## src/logic/lsPkg.sv

```systemverilog
// load/store cluster types: data and tag widths, opcodes, broadcast, issue and result records
package lsPkg;

    localparam int dataW = 32;
    localparam int slotW = 4;
    localparam int nameW = 5;

    typedef logic [dataW-1:0] dataT;
    // top bit is the unit prefix, low bits the slot index
    typedef logic [slotW:0] tagT;
    typedef logic [nameW-1:0] nameT;

    localparam tagT tagFree = '0;
    localparam logic lsPrefix = 1'b1;

    typedef enum logic [1:0] {
        opNop   = 2'd0,
        opLoad  = 2'd1,
        opStore = 2'd2
    } lsOpT;

    typedef struct packed {
        logic valid;
        tagT  tag;
        dataT data;
    } cdbT;

    typedef struct packed {
        lsOpT op;
        dataT operandO;
        tagT  tagO;
        dataT operandT;
        // tag of operandT
        tagT  tagTwo;
        dataT imm;
        tagT  tagW;
        nameT nameW;
    } dispatchT;

    typedef struct packed {
        logic valid;
        lsOpT op;
        dataT operandO;
        dataT operandT;
        dataT imm;
        tagT  tagW;
        nameT nameW;
    } issueT;

    typedef struct packed {
        cdbT  cdb;
        nameT nameW;
        logic isStore;
    } resultT;

endpackage

```

## src/logic/loadStoreUnit.sv

```systemverilog
// load/store unit: address stage, memory access stage, result held until the bus grants it
module loadStoreUnit #(
    parameter int memWords = 256
) (
    input  logic                        clk,
    input  logic                        rst,
    input  lsPkg::issueT                issue,
    input  logic                        cdbGrant,
    input  logic                        memBusy,
    input  lsPkg::dataT                 memRdata,
    output logic                        unitReady,
    output logic [$clog2(memWords)-1:0] memAddr,
    output lsPkg::dataT                 memWdata,
    output logic                        memWe,
    output logic                        memRe,
    output lsPkg::resultT               result,
    output lsPkg::cdbT                  lsCdb
);
    import lsPkg::*;

    localparam int addrBits = $clog2(memWords);

    typedef logic [addrBits-1:0] addrT;

    // stage 1, address formed
    logic s1Valid;
    lsOpT s1Op;
    addrT s1Addr;
    dataT s1Data;
    tagT  s1Tag;
    nameT s1Name;

    // stage 2, result waiting for the bus
    logic s2Valid;
    logic s2Store;
    tagT  s2Tag;
    nameT s2Name;

    logic s1Free;
    logic s2Free;
    logic s1Adv;
    logic take;

    assign s2Free = !s2Valid || cdbGrant;
    assign s1Free = !s1Valid || s2Free;
    assign s1Adv = s1Valid && s2Free;
    assign unitReady = s1Free && !memBusy;
    assign take = issue.valid && unitReady;

    always_ff @(posedge clk) begin
        if (rst) begin
            s1Valid <= 1'b0;
            s2Valid <= 1'b0;
        end else begin
            if (s1Free) begin
                s1Valid <= take;
            end
            if (s2Free) begin
                s2Valid <= s1Valid;
            end
        end
    end

    always_ff @(posedge clk) begin
        if (take) begin
            s1Op <= issue.op;
            // word index wraps at the memory depth
            s1Addr <= addrT'(issue.operandO + issue.imm);
            s1Data <= issue.operandT;
            s1Tag <= issue.tagW;
            s1Name <= issue.nameW;
        end
        if (s1Adv) begin
            s2Store <= s1Op == opStore;
            s2Tag <= s1Tag;
            s2Name <= s1Name;
        end
    end

    // access fires only on the edge that moves stage 1 forward
    assign memAddr = s1Addr;
    assign memWdata = s1Data;
    assign memWe = s1Adv && s1Op == opStore;
    assign memRe = s1Adv && s1Op == opLoad;

    // read data sits in the memory's output register and holds while stage 2 stalls
    always_comb begin
        result.cdb.valid = s2Valid;
        result.cdb.tag = s2Tag;
        result.cdb.data = s2Store ? '0 : memRdata;
        result.nameW = s2Name;
        result.isStore = s2Store;
        lsCdb = result.cdb;
        lsCdb.valid = s2Valid && cdbGrant;
    end

endmodule

```

## config.mk

```make
export PLATFORM = sky130hd
export DESIGN_NAME = loadStoreUnit
export DESIGN_NICKNAME = d
export VERILOG_FILES = /design/src/logic/lsPkg.sv /design/src/logic/loadStoreUnit.sv
export SDC_FILE = /design/constraint.sdc
export NUM_CORES = 1
export LEC_CHECK = 0
export BUFFER_PORTS_ARGS = -buffer_cell sky130_fd_sc_hd__buf_2
export CELL_PAD_IN_SITES_DETAIL_PLACEMENT = 2
export CELL_PAD_IN_SITES_GLOBAL_PLACEMENT = 2
export CORE_AREA = 2 2 129 131
export DETAILED_ROUTE_END_ITERATION = 16
export DIE_AREA = 0 0 131 133
export GPL_TIMING_DRIVEN = 0
export PLACE_DENSITY_LB_ADDON = 0.15
export SLEW_MARGIN = 20
export SYNTH_ARGS = -nofsm -noshare
export SYNTH_HDL_FRONTEND = slang
export SYNTH_SLANG_ARGS = --single-unit
export TNS_END_PERCENT = 10
```

## constraint.sdc

```tcl
create_clock -name clk -period 3.28 [get_ports clk]
set_clock_uncertainty 0.05 [all_clocks]
set_input_delay 0.164 -clock clk [delete_from_list [all_inputs] [get_ports clk]]
set_output_delay 0.164 -clock clk [all_outputs]
set_load 0.005 [all_outputs]
```

==> impl_metrics.ini <==
[outcome]
outcome = completed

[finish]
layout.core_utilization_pct = 31.1
nNetsFinal = 625
instances_no_fill = 697
multi_input_area_um2 = 578
synth_to_layout_area_growth_pct = 78.4
n_fill_cell = 1817
final_layout_size_suffix_gt1_share_pct = 58.5
insertedDiodeCount = 0
final-seq-area_um2 = 1930
layout.cell_area.non_filler_um2 = 5030

[global_routing]
grt_first_pass_wirelength_mm = 14.1
grt_antenna_before_repair = 0
first_global_vias = 2682
globalRouteTotalUtil_pct = 10.7
grt_max_degree = 24
globalRouteOverflowTotal = 0

[drt]
vias_per_cell = 3.60
detail_route.wl_per_cell_um = 14.0
drtPass1Iterations = 3
drtAntennaViolNets = 0
detailedRoute.firstIterationViolations = 27
drcViolationCount = 0
num_vias = 2507
routed_wl_mm = 9.76

[die]
floorplan.die.height_um = 133
rows = 47
die_w_um = 131
start_util_pct = 17.4
fp.dieArea_um2 = 17400
ios = 270
core-area_um2 = 16200

[timing]
tightest_slew_ps = 755
finalWorstPathRequiredPeriod_ps = 2000
setup_total_negative_slack_ps = 0
maxClockFrequency_mhz = 499
rsz0062_at_grt = no
maxSlewHeadroom_pct = 49.5
timing.final.setup_violations = 0
final_max_slew_viol_count = 0
finalHoldViolCount = 0
final_cycle_share_pct = 61.1

[clocking]
clk-insertion-delay-late_ps = 320
cts_root_buf = clkbuf_16
clock_sink_count = 65
clk_pin_slew_ps = 60
tritoncts_clock_tree = built
cts-buffers-inserted = 9
clock_tree.htree_level_count = 3
ctsLongestPathBuffers = 2
cts.repair_timing.setup_buffer_count = 0

[power]
max-vdd-ir-drop_mv = 0.190
power_density_nw_per_um2 = 452
total_leakage_power_nw = 2.34

[placement]
detailed_place_hpwl_mm = 7.72
port-buffer-count = 221
post_dp_cell_area_um2 = 4270
numPlacedInstances = 636
gp_congestion = 0.645

[setup_path]
cp.buffers_inverters = 1
cp.arrival_ps = 1790
setup.worst_path.end_class = output port
timing.critical_path.slowest_stage_cell = nor2b_2
cp_slowest_stage_delay_ps = 580
cp.required_ps = 3070
worstSetupStartpointType = register
critical-path-top-delay-family = simple AND/OR/NAND/NOR gates
path_max_fanout = 13
setup.worst_path.class = reg2out
critical_path.cell_chain = nor2b_1 -> nor2b_2 -> and3b_1 -> buf_2

[logic_synthesis]
yosysWarnings = 0
yosys-top-cells-count = edfxtp_1 (63), buf_4 (39), nor2b_1 (35), a21oi_1 (8), ha_1 (7)
async_flop_share_pct = 0
synth-seq-cells = 65
synth_cell_type_count = 28
post_synth.cell_area_avg_um2 = 14.6
synth_edf_count = 63
synth_top_cells_by_area = edfxtp_1 (67%), buf_4 (10%), nor2b_1 (7.8%)
synth.largest_area_cell = edfxtp_1
post_synth_inst_count = 193
synth_nets = 346
synth.yosys.seq_area_share_pct = 68.5
synthesis.area_um2 = 2820
post-synth-top-count-cell = edfxtp_1
synth-main-ff-cell = edfxtp_1
synth_top_cell_area_share_pct = 67.1

[run]
max_cap_viol_count = 0

[min_path]
hold_path_class = in2reg
-- power breakdown --
group          leakage [nW]  switching, mW  internal [mW]
clock network         0.150          0.345          0.657
registers             0.606        0.00986          0.957
logic                  1.59          0.125          0.179
-- layout by cell type (no fill, tap or decap), types with 2 or more instances in the layout --
cell | Yosys | routed
buf_2 | 0 | 221
edfxtp_1 | 63 | 63
dlygate4sd3_1 | 0 | 45
buf_4 | 39 | 39
nor2b_1 | 35 | 34
clkbuf_16 | 0 | 9
a21oi_1 | 8 | 7
ha_1 | 7 | 7
inv_1 | 5 | 5
nor2_1 | 5 | 5
o21ai_0 | 3 | 3
xnor2_1 | 3 | 3
clkbuf_1 | 3 | 3
a211oi_1 | 2 | 2
nand2_1 | 2 | 2
and2_1 | 2 | 2
clkinv_2 | 0 | 2
bufinv_16 | 0 | 2
clkinv_1 | 0 | 2
buf_16 | 0 | 2
dfxtp_1 | 2 | 2
-- metal layers --
| layer | track usage (%) | part of all wire (%) |
|---|---|---|
| met1 | 10.4 | 34 |
| met2 | 20.3 | 53 |
| met3 | 4.21 | 12 |
| met5 | 0 | 0 |
| met4 | 3.37 | 1.0 |
-- layout make-up --
class	instances	area share, %
multi-input cells	81	11.5
flip-flops and latches	65	38.4
plain buffers	42	6.04
repair buffers	268	32.0
inverters	5	0.373
clock inverters	7	1.69
well taps	220	5.47
clock buffers	9	4.48
-- worst register-to-register path: stages, from the launching register on --
cell and delay [ps]:
dfxtp_1 320, nor2b_1 210, a21oi_4 640, buf_16 250
-- cells by family (layout without fill, tap and decap cells) --
family          count (synthesis)  count (layout)  synth area share [%]
compound gates                 19              19                  4.17
xor+xnor                        4               4                  1.24
fa+ha+maj                       8               8                  3.82
buf+inv                        47             331                  11.5
flops                          65              65                  68.5
simple gates                   50              50                  10.8
-- sequential cells by signal, indices dropped and copies added (netlist names) --
register and cells:
s1Name 5, s1Tag 5, memAddr 8, memWdata 32, s2Valid 1, s1Valid 1, s2Store 1, s1Op 2
s2Name 5, s2Tag 5
-- timing repair --
action | in CTS | in global routing
gates resized for setup | 0 | 0
hold endpoints to repair | 46 | 0
hold buffers | 45 | 0
-- through the flow --
stage | hold WS (ps) | power (mW) | worst slack (ps)
after floorplan | 183 | 1.10 | 883
after global placement | 292 | 1.24 | 26.6
after detailed placement | 292 | 1.25 | 1420
after CTS | 65.4 | 2.32 | 1170
after global routing | 78.4 | 2.39 | 1050
final | 78.1 | 2.27 | 1280
-- worst paths after layout --
check	slack (ps)	to	depth (start not counted)	start
setup / recovery	1280	memRe	4	s2Valid
hold / removal	80	memAddr[0]	2	issue[74]
setup reg to reg	1490	memWdata[13]	3	s2Valid
hold reg to reg	370	s2Name[1]	0	s1Name[1]
(Power assumes the default switching activity.)
