## config.mk

```make
export PLATFORM = sky130hd
export DESIGN_NAME = lsReservation
export DESIGN_NICKNAME = d
export VERILOG_FILES = /design/src/logic/lsPkg.sv /design/src/logic/lsReservation.sv
export SDC_FILE = /design/constraint.sdc
export NUM_CORES = 2
export LEC_CHECK = 0
export BUFFER_PORTS_ARGS = -buffer_cell sky130_fd_sc_hd__buf_2
export CORE_ASPECT_RATIO = 1.5
export CORE_MARGIN = 8
export CORE_UTILIZATION = 33
export DETAILED_ROUTE_END_ITERATION = 6
export GPL_ROUTABILITY_DRIVEN = 0
export SLEW_MARGIN = 40
export SYNTH_ARGS = -nofsm -noshare
export SYNTH_HDL_FRONTEND = slang
export SYNTH_SLANG_ARGS = --single-unit
```

## constraint.sdc

```tcl
create_clock -name clk -period 12.6 [get_ports clk]
set_clock_uncertainty 0.1 [all_clocks]
set_input_delay 1.26 -clock clk [delete_from_list [all_inputs] [get_ports clk]]
set_output_delay 1.26 -clock clk [all_outputs]
set_load 0.01 [all_outputs]
```

## src/logic/lsPkg.sv

```systemverilog
// load/store cluster types: data and tag widths, opcodes, broadcast, issue and result records
package lsPkg;

    localparam int dataW = 32;
    localparam int slotW = 4;
    localparam int nameW = 5;

    typedef logic [dataW-1:0] dataT;
    // top bit is the unit prefix, low bits the slot index
    typedef logic [slotW:0] tagT;
    typedef logic [nameW-1:0] nameT;

    localparam tagT tagFree = '0;
    localparam logic lsPrefix = 1'b1;

    typedef enum logic [1:0] {
        opNop   = 2'd0,
        opLoad  = 2'd1,
        opStore = 2'd2
    } lsOpT;

    typedef struct packed {
        logic valid;
        tagT  tag;
        dataT data;
    } cdbT;

    typedef struct packed {
        lsOpT op;
        dataT operandO;
        tagT  tagO;
        dataT operandT;
        // tag of operandT
        tagT  tagTwo;
        dataT imm;
        tagT  tagW;
        nameT nameW;
    } dispatchT;

    typedef struct packed {
        logic valid;
        lsOpT op;
        dataT operandO;
        dataT operandT;
        dataT imm;
        tagT  tagW;
        nameT nameW;
    } issueT;

    typedef struct packed {
        cdbT  cdb;
        nameT nameW;
        logic isStore;
    } resultT;

endpackage

```

## src/logic/lsReservation.sv

```systemverilog
// load/store reservation station: holds memory ops, wakes operands from both broadcasts, issues
module lsReservation #(
    parameter int rsSize = 8
) (
    input  logic              clk,
    input  logic              rst,
    input  lsPkg::dispatchT   dispatch,
    input  lsPkg::cdbT        aluCdb,
    input  lsPkg::cdbT        lsCdb,
    input  logic              unitReady,
    output lsPkg::issueT      issue,
    output logic [rsSize-1:0] freeSlots
);
    import lsPkg::*;

    localparam int idxBits = $clog2(rsSize);

    // one source operand, value plus pending tag
    typedef struct packed {
        tagT  tag;
        dataT data;
    } opndT;

    lsOpT slotOp   [rsSize];
    opndT slotO    [rsSize];
    opndT slotT    [rsSize];
    dataT slotImm  [rsSize];
    nameT slotName [rsSize];

    opndT wakeO [rsSize];
    opndT wakeT [rsSize];
    opndT dispO;
    opndT dispT;

    logic [rsSize-1:0]  occupied;
    logic [rsSize-1:0]  readyVec;
    logic [rsSize-1:0]  pickVec;
    logic [idxBits-1:0] pickIdx;
    logic [idxBits-1:0] dispIdx;
    logic               dispValid;
    logic               issueGo;

    // replace a pending tag with broadcast data, ALU broadcast checked first
    function automatic opndT snoop(opndT cur, cdbT alu, cdbT ls);
        opndT res;
        res = cur;
        if (cur.tag != tagFree) begin
            if (alu.valid && alu.tag == cur.tag) begin
                res.tag = tagFree;
                res.data = alu.data;
            end else if (ls.valid && ls.tag == cur.tag) begin
                res.tag = tagFree;
                res.data = ls.data;
            end
        end
        return res;
    endfunction

    always_comb begin
        for (int i = 0; i < rsSize; i++) begin
            occupied[i] = slotOp[i] != opNop;
            readyVec[i] = occupied[i] && slotO[i].tag == tagFree && slotT[i].tag == tagFree;
            wakeO[i] = snoop(slotO[i], aluCdb, lsCdb);
            wakeT[i] = snoop(slotT[i], aluCdb, lsCdb);
        end
    end

    // incoming operands see this cycle's broadcasts too
    always_comb begin
        dispO = snoop({dispatch.tagO, dispatch.operandO}, aluCdb, lsCdb);
        dispT = snoop({dispatch.tagTwo, dispatch.operandT}, aluCdb, lsCdb);
    end

    assign dispValid = dispatch.op != opNop;
    assign dispIdx = dispatch.tagW[idxBits-1:0];
    assign freeSlots = ~occupied;

    // lowest ready slot as one-hot, then its index
    assign pickVec = readyVec & -readyVec;

    always_comb begin
        pickIdx = '0;
        for (int i = 0; i < rsSize; i++) begin
            if (pickVec[i]) begin
                pickIdx = idxBits'(i);
            end
        end
    end

    assign issueGo = unitReady && |readyVec;

    // slot occupancy and the issue register
    always_ff @(posedge clk) begin
        if (rst) begin
            for (int i = 0; i < rsSize; i++) begin
                slotOp[i] <= opNop;
            end
            issue.valid <= 1'b0;
        end else begin
            // issue register holds while the unit is not ready
            if (unitReady) begin
                issue.valid <= issueGo;
            end
            if (issueGo) begin
                slotOp[pickIdx] <= opNop;
                issue.op <= slotOp[pickIdx];
                issue.operandO <= slotO[pickIdx].data;
                issue.operandT <= slotT[pickIdx].data;
                issue.imm <= slotImm[pickIdx];
                issue.tagW <= {lsPrefix, slotW'(pickIdx)};
                issue.nameW <= slotName[pickIdx];
            end
            if (dispValid) begin
                slotOp[dispIdx] <= dispatch.op;
            end
        end
    end

    // operand wakeup and dispatch writes
    always_ff @(posedge clk) begin
        for (int i = 0; i < rsSize; i++) begin
            slotO[i] <= wakeO[i];
            slotT[i] <= wakeT[i];
        end
        if (dispValid) begin
            slotO[dispIdx] <= dispO;
            slotT[dispIdx] <= dispT;
            slotImm[dispIdx] <= dispatch.imm;
            slotName[dispIdx] <= dispatch.nameW;
        end
    end

endmodule

```

==> run summary <==
Ys flop type: edfxtp_1
Required time of the worst setup path: 12,940 ps
Ys async rst share: 0%
Post-synth top cells: 1,363 x nand2_1, 1,010 x edfxtp_1, 537 x o21ai_0, 512 x mux2_2, 416 x a21oi_1
Die Area: 0.173 sq mm
Setup violators final: 0
Total wire length: 193 mm
Initial core utilization: 33.2%
Core area: 0.158 sq mm
Antenna violations before repair: 43
Largest area contributor in the synthesized netlist: edfxtp_1
Comb power frac: 9.1%
Crit Reg-Reg Startpoint: slotO[2][33]
Share of cells above drive strength 1: 22.0%
Most common cell in the netlist: nand2_1
CP Capture Type: flop
Clock root cell: clkbuf_16
Critical path startpoint category: flop
GRT Overall Usage: 21.3%
DRT antenna net count: 0
Vias: 40.6k
R2r setup slk: 7840 ps
Max Clock Freq: 0.210 GHz
Row count: 179
Crit share post-route: 37.8%
Reg2Reg Depth: 10
Vias per cell: 5.61
Nets: 5,228
Routed len/inst: 26.7 um
P_leak: 21.5 nW
H-tree depth: 3
DRC: 0
Hold Crit Start: issue[108]
Sw Share: 24.4%
Number of synthesized flops with an enable pin: 1,010
Max VDD drop: 0.000115 V
Final worst path period need: 4760 ps
RR Endpoint: issue[102]
Hold path depth: 1
Dominant cells by area after synthesis: edfxtp_1 58%, mux2_2 11%, nand2_1 9.7%
DRT Pass-1 Iters: 5
#FFs+latches synth: 1,011
Maximum clock insertion buffer count: 3
Num CTS Buffers: 102
Crit Path Category: flop to flop
Post-synth cell types: 35
Cell Int Power: 5.90 mW
Synth Warn #: 0
Congestion Overflow GR: 0
Setup Fix Bufs, Post-CTS: 0
Cts hold-fix bufs: 0
Maxcap violations: 0
Clock power frac: 40.8%
Worst-path clk slew: 70 ps
Clk sink count: 1,011
Reg power frac: 50.1%
Status: completed
Hold crit path type: flop to flop
Fin util: 37.7%
Total power: 7.81 mW
Mapped Cells: 4,997
Final hold vios: 0
P&R area growth vs syn: 13.5%
Hold endpoint: issue[108]
Mapped Area: 0.0526 sq mm
Synthesized Nets: 5,194
CP max FO: 80
Fin Setup TNS: 0 ps
Largest net degree at the start of global routing: 138
RSZ-0062 raised after global routing: no
Vias in the first global route: 39.7k
Global-route wire length before repair: 274 mm
Post-detail-place hpwl: 110 mm
Switching pwr: 1.91 mW
Skew-Pair Late Insertion Delay: 750 ps
Synth top area share: 57.7%
Initial DRC count: 4,136
Slew Viols, Final: 0
Die X: 342 um
Post-CTS sizing: 0
PortBufs: 309
CP Data Arrival Time: 5100 ps
IO Pins: 314
Worst slew pin tran: 921 ps
Post-synthesis sequential area ratio: 57.7%
Die extent in y: 505 um
Cell Pwr Density: 131 mW/mm^2
Max-slew headroom: 38.6%
TritonCTS clock tree: yes
Syn Area/Cell: 10.5 sq um
-- per-stage QoR --
step	area (sq um)	setup WS (ps)	hold slack, ps	instances
2_1_floorplan	52600	5200	397	4997
3_3_place_gp	55900	7430	333	6996
3_5_place_dp	56100	7660	341	7007
4_1_cts	59600	7850	357	7199
5_1_grt	59600	7630	380	7204
6_report	59700	7840	351	7225
-- worst max-delay path by stage --
stage	from	depth (start not counted)	end	slack, ps
final	slotO[2][33]	10	issue[102]	7840
after global routing	slotT[7][32]	10	issue[102]	7630
after CTS	slotT[7][32]	10	issue[102]	7850
after detailed placement	aluCdb[34]	9	slotT[7][31]	7660
after global placement	slotT[7][32]	10	issue[102]	7430
after floorplan	slotT[0][32]	6	issue[0]	5200
-- registers in the layout (all words and copies together), names as in the netlist --
name and count:
issue 107, slotOp 16, slotName 40, slotImm 256
slotT 296, slotO 296
-- power groups by stage --
| stage | Clock (mW) | Sequential (mW) | Combinational (mW) |
|---|---|---|---|
| after floorplan | 0 | 3.98 | 0.424 |
| after global placement | 0 | 3.97 | 0.671 |
| after detailed placement | 0 | 3.98 | 0.698 |
| after CTS | 3.23 | 3.91 | 0.701 |
| after global routing | 3.33 | 3.92 | 0.769 |
| final | 3.19 | 3.91 | 0.709 |
-- cells by family after synthesis --
group           share of synthesized area [%]
other cells                            0.0143
xor+xnor                                 3.00
buf+inv                                  3.61
compound gates                           11.2
mux                                      11.0
simple gates                             13.5
flops                                    57.7
-- routing by layer --
metal | track usage (%) | up-vias | part of all wire, %
met5 | 0 | - | 0.075
met4 | 8.71 | 22 | 4.0
met3 | 4.84 | 493 | 9.8
met2 | 34.5 | 2149 | 46
met1 | 27.5 | 19900 | 40
li1 | - | 18000 | -
-- placed cells by master (no fill, tap or decap), drive strengths merged --
master	instances
a21o	1
a21oi	416
a311o	1
a311oi	1
a31oi	18
and3	18
and3b	2
buf	398
bufinv	13
clkbuf	123
clkinv	44
clkinvlp	5
conb	2
dfxtp	1
diode	25
edfxtp	1010
inv	16
mux2	512
nand2	1363
nand2b	9
nand3	6
nand3b	5
nor2	140
nor2b	5
nor3	2
nor4	36
nor4b	1
o21ai	538
o22a	64
o22ai	64
or2	2
or3	2
or4	121
xnor2	36
xor2	144
-- critical path, stage by stage, from the launching register on --
cell and delay [ps]:
edfxtp_1 430, or4_1 540, nor2_1 400, nor4b_4 370
nor2_1 130, a311o_2 680, buf_6 390, buf_6 390
nand2_1 140, a21oi_1 80, or4_1 700
-- area by class of cell --
type                       count  area, sq um
timing repair buffer         398         2440
inverter                       9         33.8
tap                         2081         2600
multi-input combinational   3509        20800
antenna                       25         62.6
clock inverter                69          737
sequential                  1011        30300
clock buffer                 123         2700
fill                       15300        98700
No activity file was read; power rests on OpenSTA's default activity.
